### src/common/gsm_pkg.sv
package gsm_pkg;

	// --------------------
	// port and cell sizes
	// --------------------
	localparam int N_PORTS = 4; // ingress ports, same count on egress
	typedef logic [$clog2(N_PORTS)-1:0] port_idx_t;

	localparam int DWIDTH = 128; // one cell = 16 bytes
	typedef logic [DWIDTH-1:0] cell_t;

	// --------------------
	// shared buffer addressing
	// --------------------
	// address = {owner port, local index}, 128 cells in total
	localparam int AWIDTH = 7;
	typedef logic [AWIDTH-1:0] cell_addr_t;

	localparam int LWIDTH = 5; // 32 cells per ingress port

	// --------------------
	// header fields
	// --------------------
	localparam int LEN_WIDTH = 3; // packet length in cells, header included
	localparam int MAX_PKT_LEN = 7;
	localparam int LOC_PKT_LEN = 24; // lsb of the length field
	localparam int LOC_DEST_IP = 32; // lsb of the destination address

	// admission fsm of the hardware malloc
	typedef enum logic [1:0] {
		ms_idle,  // waiting for a header
		ms_store, // packet accepted, body cells go to the buffer
		ms_drop   // packet refused, body cells are discarded
	} malloc_state_t;

endpackage

### src/hw/ptr_fifo.sv
`timescale 1ns/1ps

module ptr_fifo #(
	parameter int DEPTH = 32,
	parameter bit PRELOAD = 1'b0 // start full with 0..DEPTH-1
) (
	input logic clk_320M,
	input logic i_rst_n,
	input logic i_push,
	input gsm_pkg::cell_addr_t i_push_data,
	input logic i_pop,
	output gsm_pkg::cell_addr_t o_pop_data, // head, valid in the pop cycle
	output logic o_empty
);

	localparam int PW = $clog2(DEPTH);

	gsm_pkg::cell_addr_t mem [DEPTH];
	logic [PW-1:0] wr_ptr;
	logic [PW-1:0] rd_ptr;
	logic [PW:0] count; // one extra bit to hold DEPTH

	// --------------------
	// storage
	// --------------------
	always_ff @(posedge clk_320M) begin
		if (!i_rst_n && PRELOAD) begin
			// free list comes up holding every local index
			for (int i = 0; i < DEPTH; i++) begin
				mem[i] <= gsm_pkg::cell_addr_t'(i);
			end
		end else if (i_push) begin
			mem[wr_ptr] <= i_push_data;
		end
	end

	// --------------------
	// pointers
	// --------------------
	always_ff @(posedge clk_320M) begin
		if (!i_rst_n) begin
			wr_ptr <= '0; // full preload wraps back to slot 0
			rd_ptr <= '0;
			count <= PRELOAD ? (PW+1)'(DEPTH) : '0;
		end else begin
			if (i_push) begin
				wr_ptr <= wr_ptr + 1'b1;
			end
			if (i_pop) begin
				rd_ptr <= rd_ptr + 1'b1;
			end
			count <= count + (PW+1)'(i_push) - (PW+1)'(i_pop);
		end
	end

	assign o_pop_data = mem[rd_ptr]; // no read latency
	assign o_empty = (count == '0);

endmodule

### src/hw/ingress/hw_malloc.sv
`timescale 1ns/1ps

module hw_malloc #(
	parameter gsm_pkg::port_idx_t OWNER = '0
) (
	input logic clk_320M,
	input logic i_rst_n,

	// ingress port
	input logic i_ingress_valid,
	input logic i_ingress_header,
	input gsm_pkg::cell_t i_ingress_data,

	// from the write arbiter and the egress side
	input logic i_wr_grant,
	input logic i_free, // one of our cells has left the buffer
	input logic [gsm_pkg::LWIDTH-1:0] i_free_idx,

	// write stage
	output logic o_wr_req,
	output gsm_pkg::cell_addr_t o_wr_addr,
	output gsm_pkg::cell_t o_wr_data,
	output gsm_pkg::port_idx_t o_wr_dest,

	output logic o_drop
);

	gsm_pkg::malloc_state_t state;

	logic hdr;
	logic body;
	logic accept;
	logic store;
	logic [gsm_pkg::LEN_WIDTH-1:0] pkt_len; // length field of the header
	gsm_pkg::port_idx_t hdr_dest;
	gsm_pkg::port_idx_t pkt_dest; // held for the body cells
	logic [gsm_pkg::LEN_WIDTH-1:0] cells_left; // body cells still to come
	logic [gsm_pkg::LWIDTH:0] free_cnt; // unreserved cells of our slice

	logic stage_full;
	gsm_pkg::cell_t stage_data;
	gsm_pkg::port_idx_t stage_dest;

	gsm_pkg::cell_addr_t fl_head;
	logic fl_empty;

	// --------------------
	// header decode
	// --------------------
	assign hdr = i_ingress_valid & i_ingress_header;
	assign body = i_ingress_valid & ~i_ingress_header;
	assign pkt_len = i_ingress_data[gsm_pkg::LOC_PKT_LEN +: gsm_pkg::LEN_WIDTH];
	assign hdr_dest = i_ingress_data[gsm_pkg::LOC_DEST_IP +: $bits(gsm_pkg::port_idx_t)];

	// legal length and room for the whole packet, else drop it all
	assign accept = hdr && (pkt_len != '0) && (int'(pkt_len) <= gsm_pkg::MAX_PKT_LEN)
		&& (int'(pkt_len) <= int'(free_cnt));

	assign store = (hdr & accept) | (body & (state == gsm_pkg::ms_store));

	// --------------------
	// admission fsm and accounting
	// --------------------
	always_ff @(posedge clk_320M) begin
		if (!i_rst_n) begin
			state <= gsm_pkg::ms_idle;
			cells_left <= '0;
			free_cnt <= (gsm_pkg::LWIDTH+1)'(1 << gsm_pkg::LWIDTH); // whole slice free
			stage_full <= 1'b0;
			o_drop <= 1'b0;
		end else begin
			o_drop <= hdr & ~accept; // pulse right after the header
			if (hdr) begin
				cells_left <= (pkt_len == '0) ? '0 : pkt_len - 1'b1;
				if (pkt_len <= gsm_pkg::LEN_WIDTH'(1)) begin
					state <= gsm_pkg::ms_idle; // header only packet
				end else if (accept) begin
					state <= gsm_pkg::ms_store;
				end else begin
					state <= gsm_pkg::ms_drop;
				end
			end else if (body && state != gsm_pkg::ms_idle) begin
				cells_left <= cells_left - 1'b1;
				if (cells_left == gsm_pkg::LEN_WIDTH'(1)) begin
					state <= gsm_pkg::ms_idle; // last body cell
				end
			end
			// reserve at accept, give back one per freed pointer
			free_cnt <= free_cnt
				- (accept ? (gsm_pkg::LWIDTH+1)'(pkt_len) : '0)
				+ (gsm_pkg::LWIDTH+1)'(i_free);
			stage_full <= store | (stage_full & ~i_wr_grant);
		end
	end

	// one-cell stage, emptied within 4 cycles by the round robin
	always_ff @(posedge clk_320M) begin
		if (hdr) begin
			pkt_dest <= hdr_dest;
		end
		if (store) begin
			stage_data <= i_ingress_data;
			stage_dest <= hdr ? hdr_dest : pkt_dest;
		end
	end

	// local indices of our slice, popped when the stage is written
	ptr_fifo #(
		.DEPTH(1 << gsm_pkg::LWIDTH),
		.PRELOAD(1'b1)
	) free_list (
		.clk_320M(clk_320M),
		.i_rst_n(i_rst_n),
		.i_push(i_free),
		.i_push_data(gsm_pkg::cell_addr_t'(i_free_idx)),
		.i_pop(i_wr_grant),
		.o_pop_data(fl_head),
		.o_empty(fl_empty)
	);

	assign o_wr_req = stage_full & ~fl_empty;
	assign o_wr_addr = {OWNER, fl_head[gsm_pkg::LWIDTH-1:0]}; // owner in the top bits
	assign o_wr_data = stage_data;
	assign o_wr_dest = stage_dest;

endmodule

### config.mk
export PLATFORM = sky130hd
export DESIGN_NAME = hw_malloc
export DESIGN_NICKNAME = d
export VERILOG_FILES = /design/src/common/gsm_pkg.sv /design/src/hw/ptr_fifo.sv /design/src/hw/ingress/hw_malloc.sv
export SDC_FILE = /design/constraint.sdc
export NUM_CORES = 1
export LEC_CHECK = 0
export BUFFER_PORTS_ARGS = -buffer_cell sky130_fd_sc_hd__buf_2
export CORE_MARGIN = 8
export CORE_UTILIZATION = 49
export CTS_CLUSTER_SIZE = 40
export DETAILED_ROUTE_END_ITERATION = 7
export PLACE_DENSITY_LB_ADDON = 0.15
export SLEW_MARGIN = 20
export SYNTH_ARGS = -nofsm -noshare
export SYNTH_HDL_FRONTEND = slang
export SYNTH_SLANG_ARGS = --single-unit
### constraint.sdc
create_clock -name clk_320M -period 4.97 [get_ports clk_320M]
set_clock_uncertainty 0.1 [all_clocks]
set_input_delay 0.497 -clock clk_320M [delete_from_list [all_inputs] [get_ports clk_320M]]
set_output_delay 0.497 -clock clk_320M [all_outputs]
set_load 0.02 [all_outputs]
Word-level counts from Yosys, hierarchy flattened

Memory sizes are Yosys's and may differ from the RTL's. A register that Yosys moved wholly into a read port is not among the register bits.
Index checks and enable logic that the tools add are counted.

Output and inout bits: 139
Memories: 1
Word-level logic and storage cells: 67
Memory bits (writable): 160
Register bits: 161
Input bits: 139

Memory list:

| memory        | words | width | read ports | clocked after Yosys merged registers in | write ports | RTL line       | text |
|---|---|---|---|---|---|---|---|
| free_list.mem | 32    | 5     | 1          | 1                                       | 32          | ptr_fifo.sv:18 | `gsm_pkg::cell_addr_t mem [DEPTH];` |

Add/subtract/negate cells: 8
$lt $le $gt $ge: 2
Bitwise gates (word level): 13
Equality and inequality tests: 2
Muxes and demuxes: 19
Reduce and logical (&&, ||, !) cells: 11

Operator list:

| cell                                                 | number |
|---|---|
| 2-to-1 mux 5 bit                                     | 4 |
| adder 6 x 1 -> 6 bit                                 | 2 |
| 2-to-1 mux 2 bit                                     | 6 |
| 2-to-1 mux 3 bit                                     | 4 |
| adder 5 x 1 -> 5 bit (second input constant)         | 2 |
| AND 1 bit                                            | 7 |
| <= comparator 3 x 6 -> 1 bit                         | 1 |
| logical NOT 6 bit                                    | 1 |
| nonzero test 2 bit                                   | 3 |
| subtractor 3 x 1 -> 3 bit (second input constant)    | 2 |
| subtractor 6 x 1 -> 6 bit                            | 1 |
| subtractor 6 x 3 -> 6 bit                            | 1 |
| 2-to-1 mux 1 bit                                     | 5 |
| OR reduction 5 bit                                   | 1 |
| inverter 1 bit                                       | 4 |
| == test 3 x 1 -> 1 bit (second input constant)       | 1 |
| <= comparator 3 x 1 -> 1 bit (second input constant) | 1 |
| logical AND 1 bit                                    | 3 |
| logical NOT 3 bit                                    | 1 |
| nonzero test 3 bit                                   | 1 |
| == test 2 x 1 -> 1 bit (second input constant)       | 1 |
| OR 1 bit                                             | 2 |
| AND reduction 2 bit                                  | 1 |

Depth between registers and ports, before layout

Depth in word-level cells: 6
Depth in mapped cells: 15
Mapped depth without buffers: 15

Modules after synthesis

A second synthesis with hierarchy kept.

Cells, all modules: 1080
Area total of the unflattened synthesis: 16418.2 um^2

By module, submodules not included:

| module    | times used | cells each | area each (um^2) |
|---|---|---|---|
| ptr_fifo  | 1          | 838        | 11523.6 |
| hw_malloc | 1          | 242        | 4894.7 |

Worst setup path before layout

No wires, ideal clock.

Path kind: input to register
Start: input port i_ingress_data[25]
End: register stage_data[0], in the netlist o_wr_data[0] (enable)
Stages on the path: 6
Data arrival time: 4.131 ns
Path buffers: 0
Setup slack: 0.245 ns
Cells stage by stage: ha_1 nor2b_1 o21a_1 o21ai_1 nand2_1 nand2_1

Longest elaborated chain between the ends: 5

Ends and longest elaborated chain:

| item                                                                 | RTL line         | text |
|---|---|---|
| start, declared                                                      | hw_malloc.sv:12  | `input gsm_pkg::cell_t i_ingress_data,` |
| branches (longest 2 deep; another with <= comparator 3 x 6 -> 1 bit) | --               |  |
| logical AND 1 bit *                                                  | hw_malloc.sv:57  | `&& (int'(pkt_len) <= int'(free_cnt));` |
| AND 1 bit *                                                          | hw_malloc.sv:59  | `assign store = (hdr & accept) \| (body & (state == gsm_pkg::ms_store));` |
| OR 1 bit *                                                           | hw_malloc.sv:59  |  |
| named net store                                                      | hw_malloc.sv:33  | `logic store;` |
| end signal, assigned                                                 | hw_malloc.sv:102 | `stage_data <= i_ingress_data;` |
| end, declared                                                        | hw_malloc.sv:41  | `gsm_pkg::cell_t stage_data;` |

Mark *: on every way through the listed nets, which the timed path passes.
A chain may end at the register's enable or synchronous reset.

==> impl_metrics.tcl <==
set metrics [dict create \
    timing.setup.tns_ns 0 \
    initial_utilization_pct 49.8 \
    fin_crit_sh_pct 73.5 \
    cts_repair_resize_count 0 \
    busiest_layer "met2" \
    flow.area_growth_from_synthesis_pct 20.8 \
    totalWireLength_mm 32.8 \
    chipHeight_um 181 \
    clkSinkCount 326 \
    synthTopCellsByArea "sky130_fd_sc_hd__edfxtp_1 65%, sky130_fd_sc_hd__dfxtp_1 5.4%, sky130_fd_sc_hd__mux2i_1 3.1%, sky130_fd_sc_hd__ha_1 2.5%, sky130_fd_sc_hd__nand2_1 2.2%" \
    critical_path_arrival_ns 3.06 \
    cp_slowest_stage_delay_ns 0.96 \
    slew_limit_headroom_pct 35.4 \
    largest_area_contributor_in_the_synthesized_netlist "sky130_fd_sc_hd__edfxtp_1" \
    number_of_distinct_library_cell_variants_in_the_gate_level_netlist_after_synthesis 59 \
    timing.hold.worst.class "input pin to flip-flop" \
    boundaryPins 278 \
    worstReg2RegEnd "free_cnt[5]" \
    total_leakage_power_nw 5.76 \
    drtIter0Drc 524 \
    grt_first_pass_wirelength_mm 49.8 \
    place.port_buffers 275 \
    grt_util_met1_pct 24.0 \
    layout_common_cells "290 x sky130_fd_sc_hd__edfxtp_1, 275 x sky130_fd_sc_hd__buf_2, 76 x sky130_fd_sc_hd__nand2_1" \
    postSynth.asyncResetShare_pct 0 \
    timing.fmax_mhz 274 \
    track_usage_pct 19.6 \
    final_max_slew_viol_count 0 \
    overflow_after_grt 0 \
    power-per-cell-area_nw_per_um2 418 \
    max_cap_viol_count 0 \
    grtUsageMet3_pct 4.35 \
    total_power_mw 6.76 \
    post_route_cells_drive_above_1_share_pct 29.1 \
    hp-start "i_ingress_data[110]" \
    synth_largest_type_area_fraction_pct 65.1 \
    grt_pass1_vias 8367 \
    critPathCaptureType "primary output" \
    fillerInstances 2114 \
    critPathKind "flip-flop to primary output" \
    antenna_found_initial 0 \
    yosysSeqAreaShare_pct 70.5 \
    number_of_instances_in_the_synthesized_netlist 935 \
    clk_pin_slew_ns 0.06 \
    mappedNetlistArea_um2 13400 \
    design.final.nets 1363 \
    rsz_0062_raised_after_global_routing "false" \
    place_congestion 0.871 \
    dp.final_hpwl_mm 23.6 \
    multiInputGateArea_um2 3550 \
    synth_edf_count 290 \
    met2_demand_to_capacity_share_in_global_routing_pct 34.4 \
    number_of_placement_rows 60 \
    timing.final.setup_violations 0 \
    clockBufferDepth 3 \
    start_kind "flip-flop" \
    drc 0 \
    die_w_um 181 \
    critical_path.slowest_cell "sky130_fd_sc_hd__dfxtp_1" \
    vias_per_cell 5.41 \
    insertedDiodeCount 0 \
    synth.ff_latch_count 326 \
    worst_skew_pair.late_latency_ns 0.51 \
    drtAntennaViolNets 0 \
    cts-htree-levels 2 \
    die-area_um2 32900 \
    postSynth.topFlopCell "sky130_fd_sc_hd__edfxtp_1" \
    regArea_um2 9430 \
    post-cts-setup-buffers 0 \
    largest_fanout_on_the_critical_path 19 \
    cts-buffers-inserted 35 \
    layout_commonest_cell "sky130_fd_sc_hd__edfxtp_1" \
    outcome "complete, no violations" \
    cts-hold-fix-buffers 0 \
    yosysWarningCount 0 \
    num_vias 8450 \
    ff2ff_setup_slack_ns 1.91 \
    detail_route.first_pass.iterations 5 \
    hold_viol 0 \
    path_cells "mux4_1 -> a22o_1 -> a221oi_1 -> nand3_1 -> buf_2" \
    wl_per_cell_um 21.0 \
    post-route-min-period_ns 3.65 \
    synthesis.area_per_instance_um2 14.3 \
    timing.hold.worst_endpoint "o_wr_data[110]" \
    worst_path_required_time_ns 4.37 \
    reg2regPathDepth 14 \
    cts_tree "yes" \
    grt_start_max_net_pins 79 \
    design.core.area_um2 26900 \
    hold_depth 1 \
    crit-reg2reg-launch "free_cnt[1]" \
    peakVddDrop_mv 0.316 \
    ctsRootBufferMaster "sky130_fd_sc_hd__clkbuf_16" \
    worstMarginPinSlew_ns 0.968 \
]
[power by group]
| part | internal (mW) | switching, mW |
|---|---|---|
| combinational | 0.339 | 0.571 |
| sequential | 3.18 | 0.0635 |
| clock | 1.59 | 1.02 |
| total | 5.11 | 1.66 |
[state kept, by name, indices dropped and copies added (netlist names), 3 cells and up, named ones only]
| signal | cells |
|---|---|
| free_list.rd_ptr | 5 |
| o_wr_data | 128 |
| free_list.wr_ptr | 5 |
| cells_left | 3 |
| free_cnt | 6 |
| free_list.mem | 160 |
| free_list.count | 6 |
[final cells by class]
cell class              instances  area share, %
flip-flops and latches        326           58.3
multi-input cells             515           22.0
repair buffers                287           9.15
clock buffers                  42           5.71
well taps                     341           2.64
clock inverters                22           1.50
inverters                      30          0.697
[Yosys cell counts (2+ instances only)]
library cell and number:
sky130_fd_sc_hd__nand3b_1 4, sky130_fd_sc_hd__xnor2_1 5, sky130_fd_sc_hd__a211oi_1 4, sky130_fd_sc_hd__clkbuf_1 50, sky130_fd_sc_hd__mux4_2 12, sky130_fd_sc_hd__nor2b_1 4
sky130_fd_sc_hd__or2_1 5, sky130_fd_sc_hd__o21a_1 2, sky130_fd_sc_hd__buf_4 3, sky130_fd_sc_hd__o22ai_1 2, sky130_fd_sc_hd__nand3_1 26, sky130_fd_sc_hd__dfxtp_1 36
sky130_fd_sc_hd__edfxtp_1 290, sky130_fd_sc_hd__mux2_1 2, sky130_fd_sc_hd__fa_1 2, sky130_fd_sc_hd__nor4_1 3, sky130_fd_sc_hd__a22o_1 5, sky130_fd_sc_hd__nor3b_1 3
sky130_fd_sc_hd__a221oi_1 3, sky130_fd_sc_hd__or3_1 36, sky130_fd_sc_hd__nand2b_1 4, sky130_fd_sc_hd__mux4_1 8, sky130_fd_sc_hd__nor2_1 73, sky130_fd_sc_hd__nand4b_1 2
sky130_fd_sc_hd__mux2i_1 42, sky130_fd_sc_hd__buf_1 2, sky130_fd_sc_hd__xor2_1 7, sky130_fd_sc_hd__buf_2 6, sky130_fd_sc_hd__o21ai_1 19, sky130_fd_sc_hd__ha_1 27
sky130_fd_sc_hd__inv_1 29, sky130_fd_sc_hd__a221oi_2 2, sky130_fd_sc_hd__nand2_1 77, sky130_fd_sc_hd__a21oi_1 18, sky130_fd_sc_hd__a22oi_1 10, sky130_fd_sc_hd__nor3_1 39
sky130_fd_sc_hd__a21o_1 2, sky130_fd_sc_hd__and2_1 37, sky130_fd_sc_hd__o21ai_0 12, sky130_fd_sc_hd__nand4_1 3
[routing by layer]
metal,wire length (µm),vias to the layer above
met2,16700,325
met3,2190,46
met1,13200,4108
li1,-,3971
met4,682,0
met5,0,-
[worst max-delay path by stage]
stage,startpoint,end,slack (ns)
2_1_floorplan,i_ingress_data[25],o_wr_data[0],0.25
4_1_cts,flip-flop,o_wr_addr[2],1.30
3_3_place_gp,i_ingress_data[25],free_cnt[5],1.75
3_5_place_dp,i_ingress_data[25],free_cnt[5],1.64
5_1_grt,flip-flop,o_wr_addr[1],1.14
6_report,flip-flop,o_wr_addr[2],1.32
[cells by family (layout without fill, tap and decap cells)]
logic type / after synthesis / after routing / share of synthesized area [%]
DFF: 326 / 326 / 70.5
and+or+nand+nor: 322 / 322 / 11.8
buffers and inverters: 95 / 381 / 3.09
AOI/OAI and AO/OA: 86 / 86 / 4.10
muxes: 64 / 64 / 6.90
adders and majority gates: 29 / 29 / 2.82
xor gates and xnor gates: 12 / 12 / 0.785
other: 1 / 2 / 0.0280
[critical path, delay by kind of cell, from the launching register on]
family                 cells  cell delay, ns
AO/OA/AOI/OAI              2            0.60
buffers and inverters      1            0.19
flip-flops                 1            0.96
multiplexers               1            0.65
AND/OR/NAND/NOR            1            0.14
[stage by stage]
step           hold slack (ns)  utilization [%]  cells  cell area (µm²)  setup slack, ns
6_report                0.0559             60.1   1563            16200             1.32
5_1_grt                 0.0322             60.1   1563            16200             1.14
4_1_cts                 0.0359             60.1   1563            16200             1.30
3_5_place_dp             0.355             55.8   1499            15000             1.64
3_3_place_gp             0.345             55.8   1499            15000             1.75
2_1_floorplan            0.335                -    936            13400            0.245
No activity file was read; power rests on OpenSTA's default activity.
